[src/verification/program.hex]
// one 32-bit instruction word per line from address 0, then its assembly.
20010005 // addi r1, r0, 5
2002FFFD // addi r2, r0, -3
00221820 // add r3, r1, r2
00222022 // sub r4, r1, r2
00222824 // and r5, r1, r2
00223025 // or r6, r1, r2
0041382A // slt r7, r2, r1
0022402A // slt r8, r1, r2
08220000 // illegal opcode
0022483F // illegal funct
00210020 // add r0, r1, r1
00034820 // add r9, r0, r3
AC260010 // sw r6, 16(r1)
8C0A0015 // lw r10, 21(r0)
11460003 // beq r10, r6, +3 taken
200B0001 // addi r11, r0, 1 skipped
200B0002 // addi r11, r0, 2 skipped
10220005 // beq r1, r2, +5 not taken
14220002 // bne r1, r2, +2 taken
200B0003 // addi r11, r0, 3 skipped
14690004 // bne r3, r9, +4 not taken
218C0001 // addi r12, r12, 1
1581FFFF // bne r12, r1, -1 loops five times
AC03FFFF // sw r3, -1(r0)
8C0D00FF // lw r13, 255(r0)
01AC7020 // add r14, r13, r12
FC000000 // hlt
200F0009 // addi r15, r0, 9 never reached

[src/rtl/cpuPkg.sv]
// shared sizes, opcode and ALU encodings, and the control and retirement records of the cpu.
package cpuPkg;

	// **************************************************************************
	// sizes
	// **************************************************************************
	localparam int pcWidth = 6;
	localparam int dataWidth = 32;
	localparam int regAddrWidth = 5;
	localparam int dmemAddrWidth = 8;
	localparam int imemDepth = 64;
	localparam string programFile = "/design/src/verification/program.hex";

	// **************************************************************************
	// encodings
	// **************************************************************************
	typedef enum logic [5:0] {
		opRtype = 6'd0,
		opBeq = 6'd4,
		opBne = 6'd5,
		opAddi = 6'd8,
		opLw = 6'd35,
		opSw = 6'd43,
		opHlt = 6'd63
	} opcodeT;

	typedef enum logic [5:0] {
		fnAdd = 6'd32,
		fnSub = 6'd34,
		fnAnd = 6'd36,
		fnOr = 6'd37,
		fnSlt = 6'd42
	} functT;

	typedef enum logic [2:0] {
		aluAdd,
		aluSub,
		aluAnd,
		aluOr,
		aluSlt
	} aluOpT;

	// decoder output, 13 bits.
	typedef struct packed {
		logic spare; // always zero.
		logic regDst;
		logic aluSrc;
		aluOpT aluOp;
		logic memRead;
		logic memWrite;
		logic memToReg;
		logic regWrite;
		logic branch;
		logic branchNe;
		logic halt;
	} controlT;

	// one record per executed instruction.
	typedef struct packed {
		logic valid;
		logic [pcWidth-1:0] pc;
		logic regWrite;
		logic [regAddrWidth-1:0] writeReg;
		logic [dataWidth-1:0] writeData;
		logic memWrite;
		logic [dmemAddrWidth-1:0] memAddr;
		logic halt;
	} retireT;

endpackage

[src/rtl/fetchUnit.sv]
// program counter, instruction ROM and next-PC selection, frozen for good by a hlt.
`timescale 1ns/1ps

module fetchUnit import cpuPkg::*; (
	input logic clk,
	input logic rst,
	input logic branchTaken,
	input logic [5:0] imm6,
	input logic halt,
	output logic [pcWidth-1:0] pc,
	output logic [dataWidth-1:0] instruction,
	output logic halted
);

	logic [dataWidth-1:0] rom [imemDepth];
	logic [pcWidth-1:0] pcPlus1;
	logic [pcWidth-1:0] branchTarget;
	logic [pcWidth-1:0] nextPc;

	// program image.
	initial begin
		$readmemh(programFile, rom);
	end

	assign instruction = rom[pc];

	// both sums wrap at 64.
	assign pcPlus1 = pc + pcWidth'(1);
	assign branchTarget = pc + imm6;
	assign nextPc = branchTaken ? branchTarget : pcPlus1;

	always_ff @(posedge clk or negedge rst) begin
		if (!rst) begin
			pc <= '0;
			halted <= 1'b0;
		end else if (!halted) begin
			if (halt) begin
				halted <= 1'b1; // pc stays on the hlt.
			end else begin
				pc <= nextPc;
			end
		end
	end

	// ************************************************************************
	// checks
	// ************************************************************************
	// once halted, the PC never moves again until reset.
	pcFrozen: assert property (@(posedge clk) disable iff (!rst)
		halted |=> ($stable(pc) && halted));

endmodule

[src/rtl/instructionDecoder.sv]
// splits an instruction into its fields and decodes the opcode and funct into control.
`timescale 1ns/1ps

module instructionDecoder import cpuPkg::*; (
	input logic [dataWidth-1:0] instruction,
	output logic [regAddrWidth-1:0] rs,
	output logic [regAddrWidth-1:0] rt,
	output logic [regAddrWidth-1:0] writeReg,
	output logic [dataWidth-1:0] immExt,
	output logic [5:0] imm6,
	output controlT ctrl
);

	opcodeT opcode;
	functT funct;
	logic [regAddrWidth-1:0] rd;
	logic [15:0] imm;
	logic rLegal;
	aluOpT rOp;

	assign opcode = opcodeT'(instruction[31:26]);
	assign rs = instruction[25:21];
	assign rt = instruction[20:16];
	assign rd = instruction[15:11];
	assign funct = functT'(instruction[5:0]);
	assign imm = instruction[15:0];

	assign immExt = {{(dataWidth-16){imm[15]}}, imm};
	assign imm6 = imm[5:0]; // branch offset.

	// R-type ALU operation.
	always_comb begin
		rLegal = 1'b1;
		rOp = aluAdd;
		case (funct)
			fnAdd: rOp = aluAdd;
			fnSub: rOp = aluSub;
			fnAnd: rOp = aluAnd;
			fnOr: rOp = aluOr;
			fnSlt: rOp = aluSlt;
			default: rLegal = 1'b0;
		endcase
	end

	// unknown encodings fall through as all zero, a no-op.
	always_comb begin
		ctrl = '0;
		case (opcode)
			opRtype: begin
				ctrl.regDst = rLegal;
				ctrl.regWrite = rLegal;
				ctrl.aluOp = rOp;
			end
			opAddi: begin
				ctrl.aluSrc = 1'b1;
				ctrl.regWrite = 1'b1;
			end
			opLw: begin
				ctrl.aluSrc = 1'b1;
				ctrl.memRead = 1'b1;
				ctrl.memToReg = 1'b1;
				ctrl.regWrite = 1'b1;
			end
			opSw: begin
				ctrl.aluSrc = 1'b1;
				ctrl.memWrite = 1'b1;
			end
			opBeq: begin
				ctrl.branch = 1'b1;
				ctrl.aluOp = aluSub;
			end
			opBne: begin
				ctrl.branch = 1'b1;
				ctrl.branchNe = 1'b1;
				ctrl.aluOp = aluSub;
			end
			opHlt: ctrl.halt = 1'b1;
			default: ctrl = '0;
		endcase
	end

	assign writeReg = ctrl.regDst ? rd : rt; // rd for R-type.

	// a load and a store together would corrupt the write-back path.
	always_comb begin
		noLoadStore: assert final (!(ctrl.memRead && ctrl.memWrite));
	end

endmodule

[src/rtl/registerFile.sv]
// 32 x 32 register file, two asynchronous reads and one clocked write, register 0 fixed at zero.
`timescale 1ns/1ps

module registerFile import cpuPkg::*; (
	input logic clk,
	input logic rst,
	input logic [regAddrWidth-1:0] readReg1,
	input logic [regAddrWidth-1:0] readReg2,
	input logic [regAddrWidth-1:0] writeReg,
	input logic writeEn,
	input logic [dataWidth-1:0] writeData,
	output logic [dataWidth-1:0] readData1,
	output logic [dataWidth-1:0] readData2
);

	localparam int regCount = 2 ** regAddrWidth;

	logic [dataWidth-1:0] regs [regCount];
	logic writeOk;

	// register 0 never takes a write.
	assign writeOk = writeEn && (writeWriteRegNonZero(writeReg));

	always_ff @(posedge clk or negedge rst) begin
		if (!rst) begin
			for (int i = 0; i < regCount; i++) begin
				regs[i] <= '0;
			end
		end else if (writeOk) begin
			regs[writeReg] <= writeData;
		end
	end

	// reads see the old value until the edge.
	assign readData1 = (readReg1 == '0) ? '0 : regs[readReg1];
	assign readData2 = (readReg2 == '0) ? '0 : regs[readReg2];

	function automatic logic writeWriteRegNonZero(input logic [regAddrWidth-1:0] addr);
		return addr != '0;
	endfunction

endmodule

[src/rtl/executeUnit.sv]
// ALU with operand selection, zero flag and the branch decision.
`timescale 1ns/1ps

module executeUnit import cpuPkg::*; (
	input logic [dataWidth-1:0] readData1,
	input logic [dataWidth-1:0] readData2,
	input logic [dataWidth-1:0] immExt,
	input controlT ctrl,
	output logic [dataWidth-1:0] aluResult,
	output logic branchTaken
);

	logic [dataWidth-1:0] operandB;
	logic [dataWidth-1:0] difference;
	logic lessThan;
	logic zero;

	// ************************************************************************
	// operands
	// ************************************************************************
	assign operandB = ctrl.aluSrc ? immExt : readData2;

	// shared by sub, slt and the branch compare.
	assign difference = readData1 - operandB;
	assign lessThan = $signed(readData1) < $signed(operandB);
	assign zero = (difference == '0);

	// ************************************************************************
	// ALU
	// ************************************************************************
	always_comb begin
		case (ctrl.aluOp)
			aluAdd: aluResult = readData1 + operandB;
			aluSub: aluResult = difference;
			aluAnd: aluResult = readData1 & operandB;
			aluOr: aluResult = readData1 | operandB;
			aluSlt: aluResult = {{(dataWidth-1){1'b0}}, lessThan};
			default: aluResult = '0;
		endcase
	end

	// beq on zero, bne on non-zero.
	always_comb begin
		if (!ctrl.branch) begin
			branchTaken = 1'b0;
		end else if (ctrl.branchNe) begin
			branchTaken = !zero;
		end else begin
			branchTaken = zero;
		end
	end

endmodule

[src/rtl/memoryWriteback.sv]
// data memory, write-back selection and the per-instruction retirement record.
`timescale 1ns/1ps

module memoryWriteback import cpuPkg::*; (
	input logic clk,
	input logic rst,
	input logic [pcWidth-1:0] pc,
	input logic [dataWidth-1:0] aluResult,
	input logic [dataWidth-1:0] storeData,
	input logic [regAddrWidth-1:0] writeReg,
	input controlT ctrl,
	input logic halted,
	output logic [dataWidth-1:0] writeData,
	output logic regWrite,
	output retireT retire
);

	localparam int dmemDepth = 2 ** dmemAddrWidth;

	logic [dataWidth-1:0] dmem [dmemDepth];
	logic [dmemAddrWidth-1:0] memAddr;
	logic [dataWidth-1:0] loadData;
	logic memWrite;
	logic executing;

	assign executing = rst && !halted; // no instruction runs in reset or after hlt.
	assign memAddr = aluResult[dmemAddrWidth-1:0];
	assign memWrite = ctrl.memWrite && !halted;

	always_ff @(posedge clk or negedge rst) begin
		if (!rst) begin
			for (int i = 0; i < dmemDepth; i++) begin
				dmem[i] <= '0;
			end
		end else if (memWrite) begin
			dmem[memAddr] <= storeData;
		end
	end

	assign loadData = ctrl.memRead ? dmem[memAddr] : '0;
	assign writeData = ctrl.memToReg ? loadData : aluResult;
	assign regWrite = ctrl.regWrite && !halted;

	// ************************************************************************
	// retirement
	// ************************************************************************
	always_comb begin
		retire.valid = executing;
		retire.pc = pc;
		retire.regWrite = regWrite;
		retire.writeReg = writeReg;
		retire.writeData = writeData;
		retire.memWrite = memWrite;
		retire.memAddr = memAddr;
		retire.halt = ctrl.halt;
	end

endmodule

[src/rtl/processor.sv]
// top level of the single-cycle cpu, runs the program ROM to hlt and reports every retirement.
`timescale 1ns/1ps

module processor import cpuPkg::*; (
	input logic clk,
	input logic rst,
	output logic [pcWidth-1:0] pc,
	output logic halted,
	output logic [31:0] cyclesConsumed,
	output retireT retire
);

	logic [dataWidth-1:0] instruction;
	logic [regAddrWidth-1:0] rs;
	logic [regAddrWidth-1:0] rt;
	logic [regAddrWidth-1:0] writeReg;
	logic [dataWidth-1:0] immExt;
	logic [5:0] imm6;
	controlT ctrl;
	logic [dataWidth-1:0] readData1;
	logic [dataWidth-1:0] readData2;
	logic [dataWidth-1:0] aluResult;
	logic branchTaken;
	logic [dataWidth-1:0] writeData;
	logic regWrite;

	fetchUnit i_fetch (.clk(clk), .rst(rst), .branchTaken(branchTaken), .imm6(imm6),
		.halt(ctrl.halt), .pc(pc), .instruction(instruction), .halted(halted));

	instructionDecoder i_decoder (.instruction(instruction), .rs(rs), .rt(rt),
		.writeReg(writeReg), .immExt(immExt), .imm6(imm6), .ctrl(ctrl));

	registerFile i_regs (.clk(clk), .rst(rst), .readReg1(rs), .readReg2(rt),
		.writeReg(writeReg), .writeEn(regWrite), .writeData(writeData),
		.readData1(readData1), .readData2(readData2));

	executeUnit i_execute (.readData1(readData1), .readData2(readData2), .immExt(immExt),
		.ctrl(ctrl), .aluResult(aluResult), .branchTaken(branchTaken));

	memoryWriteback i_memWb (.clk(clk), .rst(rst), .pc(pc), .aluResult(aluResult),
		.storeData(readData2), .writeReg(writeReg), .ctrl(ctrl), .halted(halted),
		.writeData(writeData), .regWrite(regWrite), .retire(retire));

	// one count per retired instruction.
	always_ff @(posedge clk or negedge rst) begin
		if (!rst) begin
			cyclesConsumed <= '0;
		end else if (retire.valid) begin
			cyclesConsumed <= cyclesConsumed + 32'd1;
		end
	end

	// the counter freezes together with fetch.
	countFrozen: assert property (@(posedge clk) disable iff (!rst)
		halted |=> $stable(cyclesConsumed));

endmodule

[config.mk]
export PLATFORM = sky130hd
export DESIGN_NAME = processor
export DESIGN_NICKNAME = d
export VERILOG_FILES = /design/src/rtl/cpuPkg.sv /design/src/rtl/fetchUnit.sv /design/src/rtl/instructionDecoder.sv /design/src/rtl/registerFile.sv /design/src/rtl/executeUnit.sv /design/src/rtl/memoryWriteback.sv /design/src/rtl/processor.sv
export SDC_FILE = /design/constraint.sdc
export NUM_CORES = 1
export LEC_CHECK = 0
export ABC_AREA = 1
export BUFFER_PORTS_ARGS = -buffer_cell sky130_fd_sc_hd__buf_2
export CORE_MARGIN = 3
export CORE_UTILIZATION = 49
export DETAILED_ROUTE_END_ITERATION = 16
export GPL_ROUTABILITY_DRIVEN = 0
export PLACE_DENSITY = 0.81
export SLEW_MARGIN = 15
export SYNTH_ARGS = -nofsm -noshare
export SYNTH_HDL_FRONTEND = slang
export SYNTH_SLANG_ARGS = --single-unit
[constraint.sdc]
create_clock -name clk -period 1.8 [get_ports clk]
set_clock_uncertainty 0.15 [all_clocks]
set_input_delay 0.09 -clock clk [delete_from_list [all_inputs] [get_ports clk]]
set_output_delay 0.09 -clock clk [all_outputs]
set_load 0.03 [all_outputs]
==> results.py <==
metrics = {
    "outcome": {
        "status": "finished clean",
    },
    "global_route": {
        "met3_usage": 0.04485,
        "use_met2": 0.2685,
        "grt_max_degree": 34,
        "top_usage_layer": "met2",
        "grtUsageMet1": 0.2197,
        "grt_pass1_wl_mm": 7.341,
        "grt_pass1_vias": 1668,
        "grt-ovfl-total": 0,
        "antenna_found_initial": 0,
        "grtUsageTotal": 0.1713,
    },
    "detailed_routing": {
        "wirelength_mm": 4.592,
        "detail_route.wl_per_cell_um": 11.37,
        "detail-route-antenna-nets": 0,
        "drtPass1Iterations": 5,
        "vias_per_cell": 4.572,
        "vias": 1847,
        "route.detailed.drc": 0,
        "drtIter0Drc": 104,
    },
    "timing": {
        "period_share": 0.9140,
        "fin_crit_ps": 1645,
        "hold_viol": 0,
        "setup_viol": 0,
        "drv_slew": 0,
        "finalSetupTns_ps": 0,
        "worst_hold_slack_ps": 274.3,
        "rsz0062_at_grt": "no",
        "max_freq_mhz": 607.8,
    },
    "synth": {
        "synth.area.mux_share": 0,
        "synth_top_area_share": 0.3496,
        "yosysSeqAreaShare": 0.3496,
        "synth_compound_area_frac": 0.004237,
        "synthCells": 309,
        "synth_top_family_by_area": "simple AND/OR/NAND/NOR gates",
        "syn-cell-area_um2": 2362,
        "syn_avg_cell_area_um2": 7.645,
        "synth_xor_area_frac": 0.05932,
        "yosys.area.top_type": "dfrtp_1",
        "synth-adder-area-share": 0.005297,
        "synth.area.top_cells": "dfrtp_1, buf_4, nand2_1",
        "yosys.area_share.simple": 0.3321,
        "synth_cell_types": 21,
        "ys_ff_latch": 33,
        "ys.warnings.count": 0,
    },
    "clock_tree": {
        "cts_setup_buffers": 0,
        "cts_tree": "built",
        "htreeDepth": 2,
        "clk_transition_reported_paths_ps": 70,
        "cts_sinks": 33,
        "clock_tree.buffer_depth": 2,
        "ctsRootBufferMaster": "clkbuf_8",
        "insertion_delay_ps": 290,
        "cts_buffers": 5,
    },
    "worst_setup_path": {
        "end_kind": "flip-flop",
        "path_max_fanout": 5,
        "crit_chain": "ha_1 -> nand3_1 -> nor2_4 -> nand3_1 -> inv_1 -> nand2_1 -> nand2_1 -> nand2_1",
        "slowest_delay_ps": 420,
        "critical_path_required_ps": 1840,
        "slowest_stage": "dfrtp_1",
        "worstPathArrival_ps": 1690,
        "crit_type": "reg -> reg",
        "cp-startpoint": "cyclesConsumed[1]$_DFFE_PN0P_",
        "critPathTopFamily": "simple AND/OR/NAND/NOR gates",
        "critPathMostFrequentCell": "nand2_1",
        "r2r-start": "cyclesConsumed[1]$_DFFE_PN0P_",
        "startpoint_type": "flip-flop",
        "worst-path-buf-inv": 1,
    },
    "final_layout": {
        "area_delta_synth_final_pct": 4.555,
        "insertedDiodeCount": 0,
        "final_cell_mix": "nand2_1, conb_1, buf_2, dfrtp_1",
        "stdcell_area_um2": 2470,
        "final_common_cell": "nand2_1",
        "n_fill_cell": 447,
        "drive_gt1_frac": 0.1847,
        "final_nets": 354,
        "post-route-util": 0.5483,
    },
    "worst_hold_path": {
        "hp-class": "in -> async",
    },
    "pwr": {
        "swShare": 0.4118,
        "ir_drop_mv": 0.4822,
        "power.density_nw_per_um2": 827.1,
        "p_switching_mw": 0.8414,
        "p_leak_nw": 1.396,
        "p_comb_frac": 0.287,
        "internal-power_mw": 1.202,
        "seqPwrFrac": 0.441,
        "clkPwrFrac": 0.271,
    },
    "place": {
        "place_area_um2": 2374,
        "io_buffers": 35,
        "dp_hpwl_mm": 3.644,
    },
    "floorplan": {
        "io_pins": 96,
        "core_area_um2": 4504,
        "die_area_um2": 5690,
        "die_h_um": 75.44,
        "start_util": 0.5244,
        "fp.dieW_um": 75.44,
        "num_rows": 24,
    },
    "flow_run": {
        "maxCapViolations": 0,
    },
}
==> worst min-delay path, delay by kind of cell <==
family	cells	cell delay, ps
buf+inv	3	1060
==> power groups by stage <==
stage	Combinational (mW)	Sequential (mW)	Clock [mW]
after floorplan	0.430	1.04	0
after global placement	0.580	0.912	0
after detailed placement	0.589	0.913	0
after CTS	0.590	0.902	0.569
after global routing	0.636	0.918	0.596
final	0.587	0.901	0.554
==> Yosys cell counts <==
cell type,n
nor2_2,4
nand4_1,3
nand3b_1,9
nor3_1,1
nor2_4,6
nor2_1,31
o21ai_0,2
nand3_2,2
dfrtp_1,33
nand3_1,12
nand2_4,2
buf_4,61
nor2_8,2
inv_2,2
inv_1,31
ha_1,1
xor2_1,11
nand2_2,3
nand2_1,86
conb_1,2
xnor2_1,5
==> routing by layer <==
layer,vias to the layer above,part of all wire
met5,-,0
met4,0,0.018
met3,8,0.092
met2,84,0.46
met1,858,0.43
li1,897,-
==> through the flow <==
step | worst slack (ps) | std cells | total power [mW]
2_1_floorplan | 104.1 | 368 | 1.472
3_3_place_gp | 229.3 | 395 | 1.493
3_5_place_dp | 158.1 | 395 | 1.502
4_1_cts | 151.8 | 404 | 2.061
5_1_grt | 8.160 | 404 | 2.149
6_report | 154.7 | 404 | 2.043
==> final timing paths <==
kind	to	depth (start not counted)	slack (ps)
setup / recovery	cyclesConsumed[28]$_DFFE_PN0P_	8	150
hold / removal	cyclesConsumed[28]$_DFFE_PN0P_	3	270
setup reg to reg	cyclesConsumed[28]$_DFFE_PN0P_	8	150
hold reg to reg	cyclesConsumed[31]$_DFFE_PN0P_	2	350
max in group asynchronous	cyclesConsumed[5]$_DFFE_PN0P_	3	910
min in group clk	cyclesConsumed[31]$_DFFE_PN0P_	2	350
==> layout make-up <==
class / count / area (µm²) / area share
clock buffers: 5 / 68.82 / 0.02786
well taps: 52 / 65.06 / 0.02634
multi-input cells: 241 / 1176 / 0.4762
repair buffers: 37 / 192.7 / 0.07801
inverters: 33 / 123.9 / 0.05015
clock inverters: 3 / 17.52 / 0.007092
flip-flops and latches: 33 / 825.8 / 0.3343
==> registers in the layout, indices dropped and copies added (netlist names) <==
name / flops
cyclesConsumed: 32
i_fetch.halted: 1
==> timing repair <==
action / 4_1_cts / 5_1_grt
hold buffers: 1 / 0
setup endpoints to repair: 0 / 1
resized for setup: 0 / 1
endpoints found under the hold margin: 33 / 0
==> cells by family after synthesis <==
logic type / Yosys count
adder cells (fa/ha/maj): 1
AO/OA/AOI/OAI: 2
AND/OR/NAND/NOR: 161
XOR/XNOR: 16
buffers and inverters: 94
other: 2
flip-flops: 33
Power figures use the tool's default switching activity.
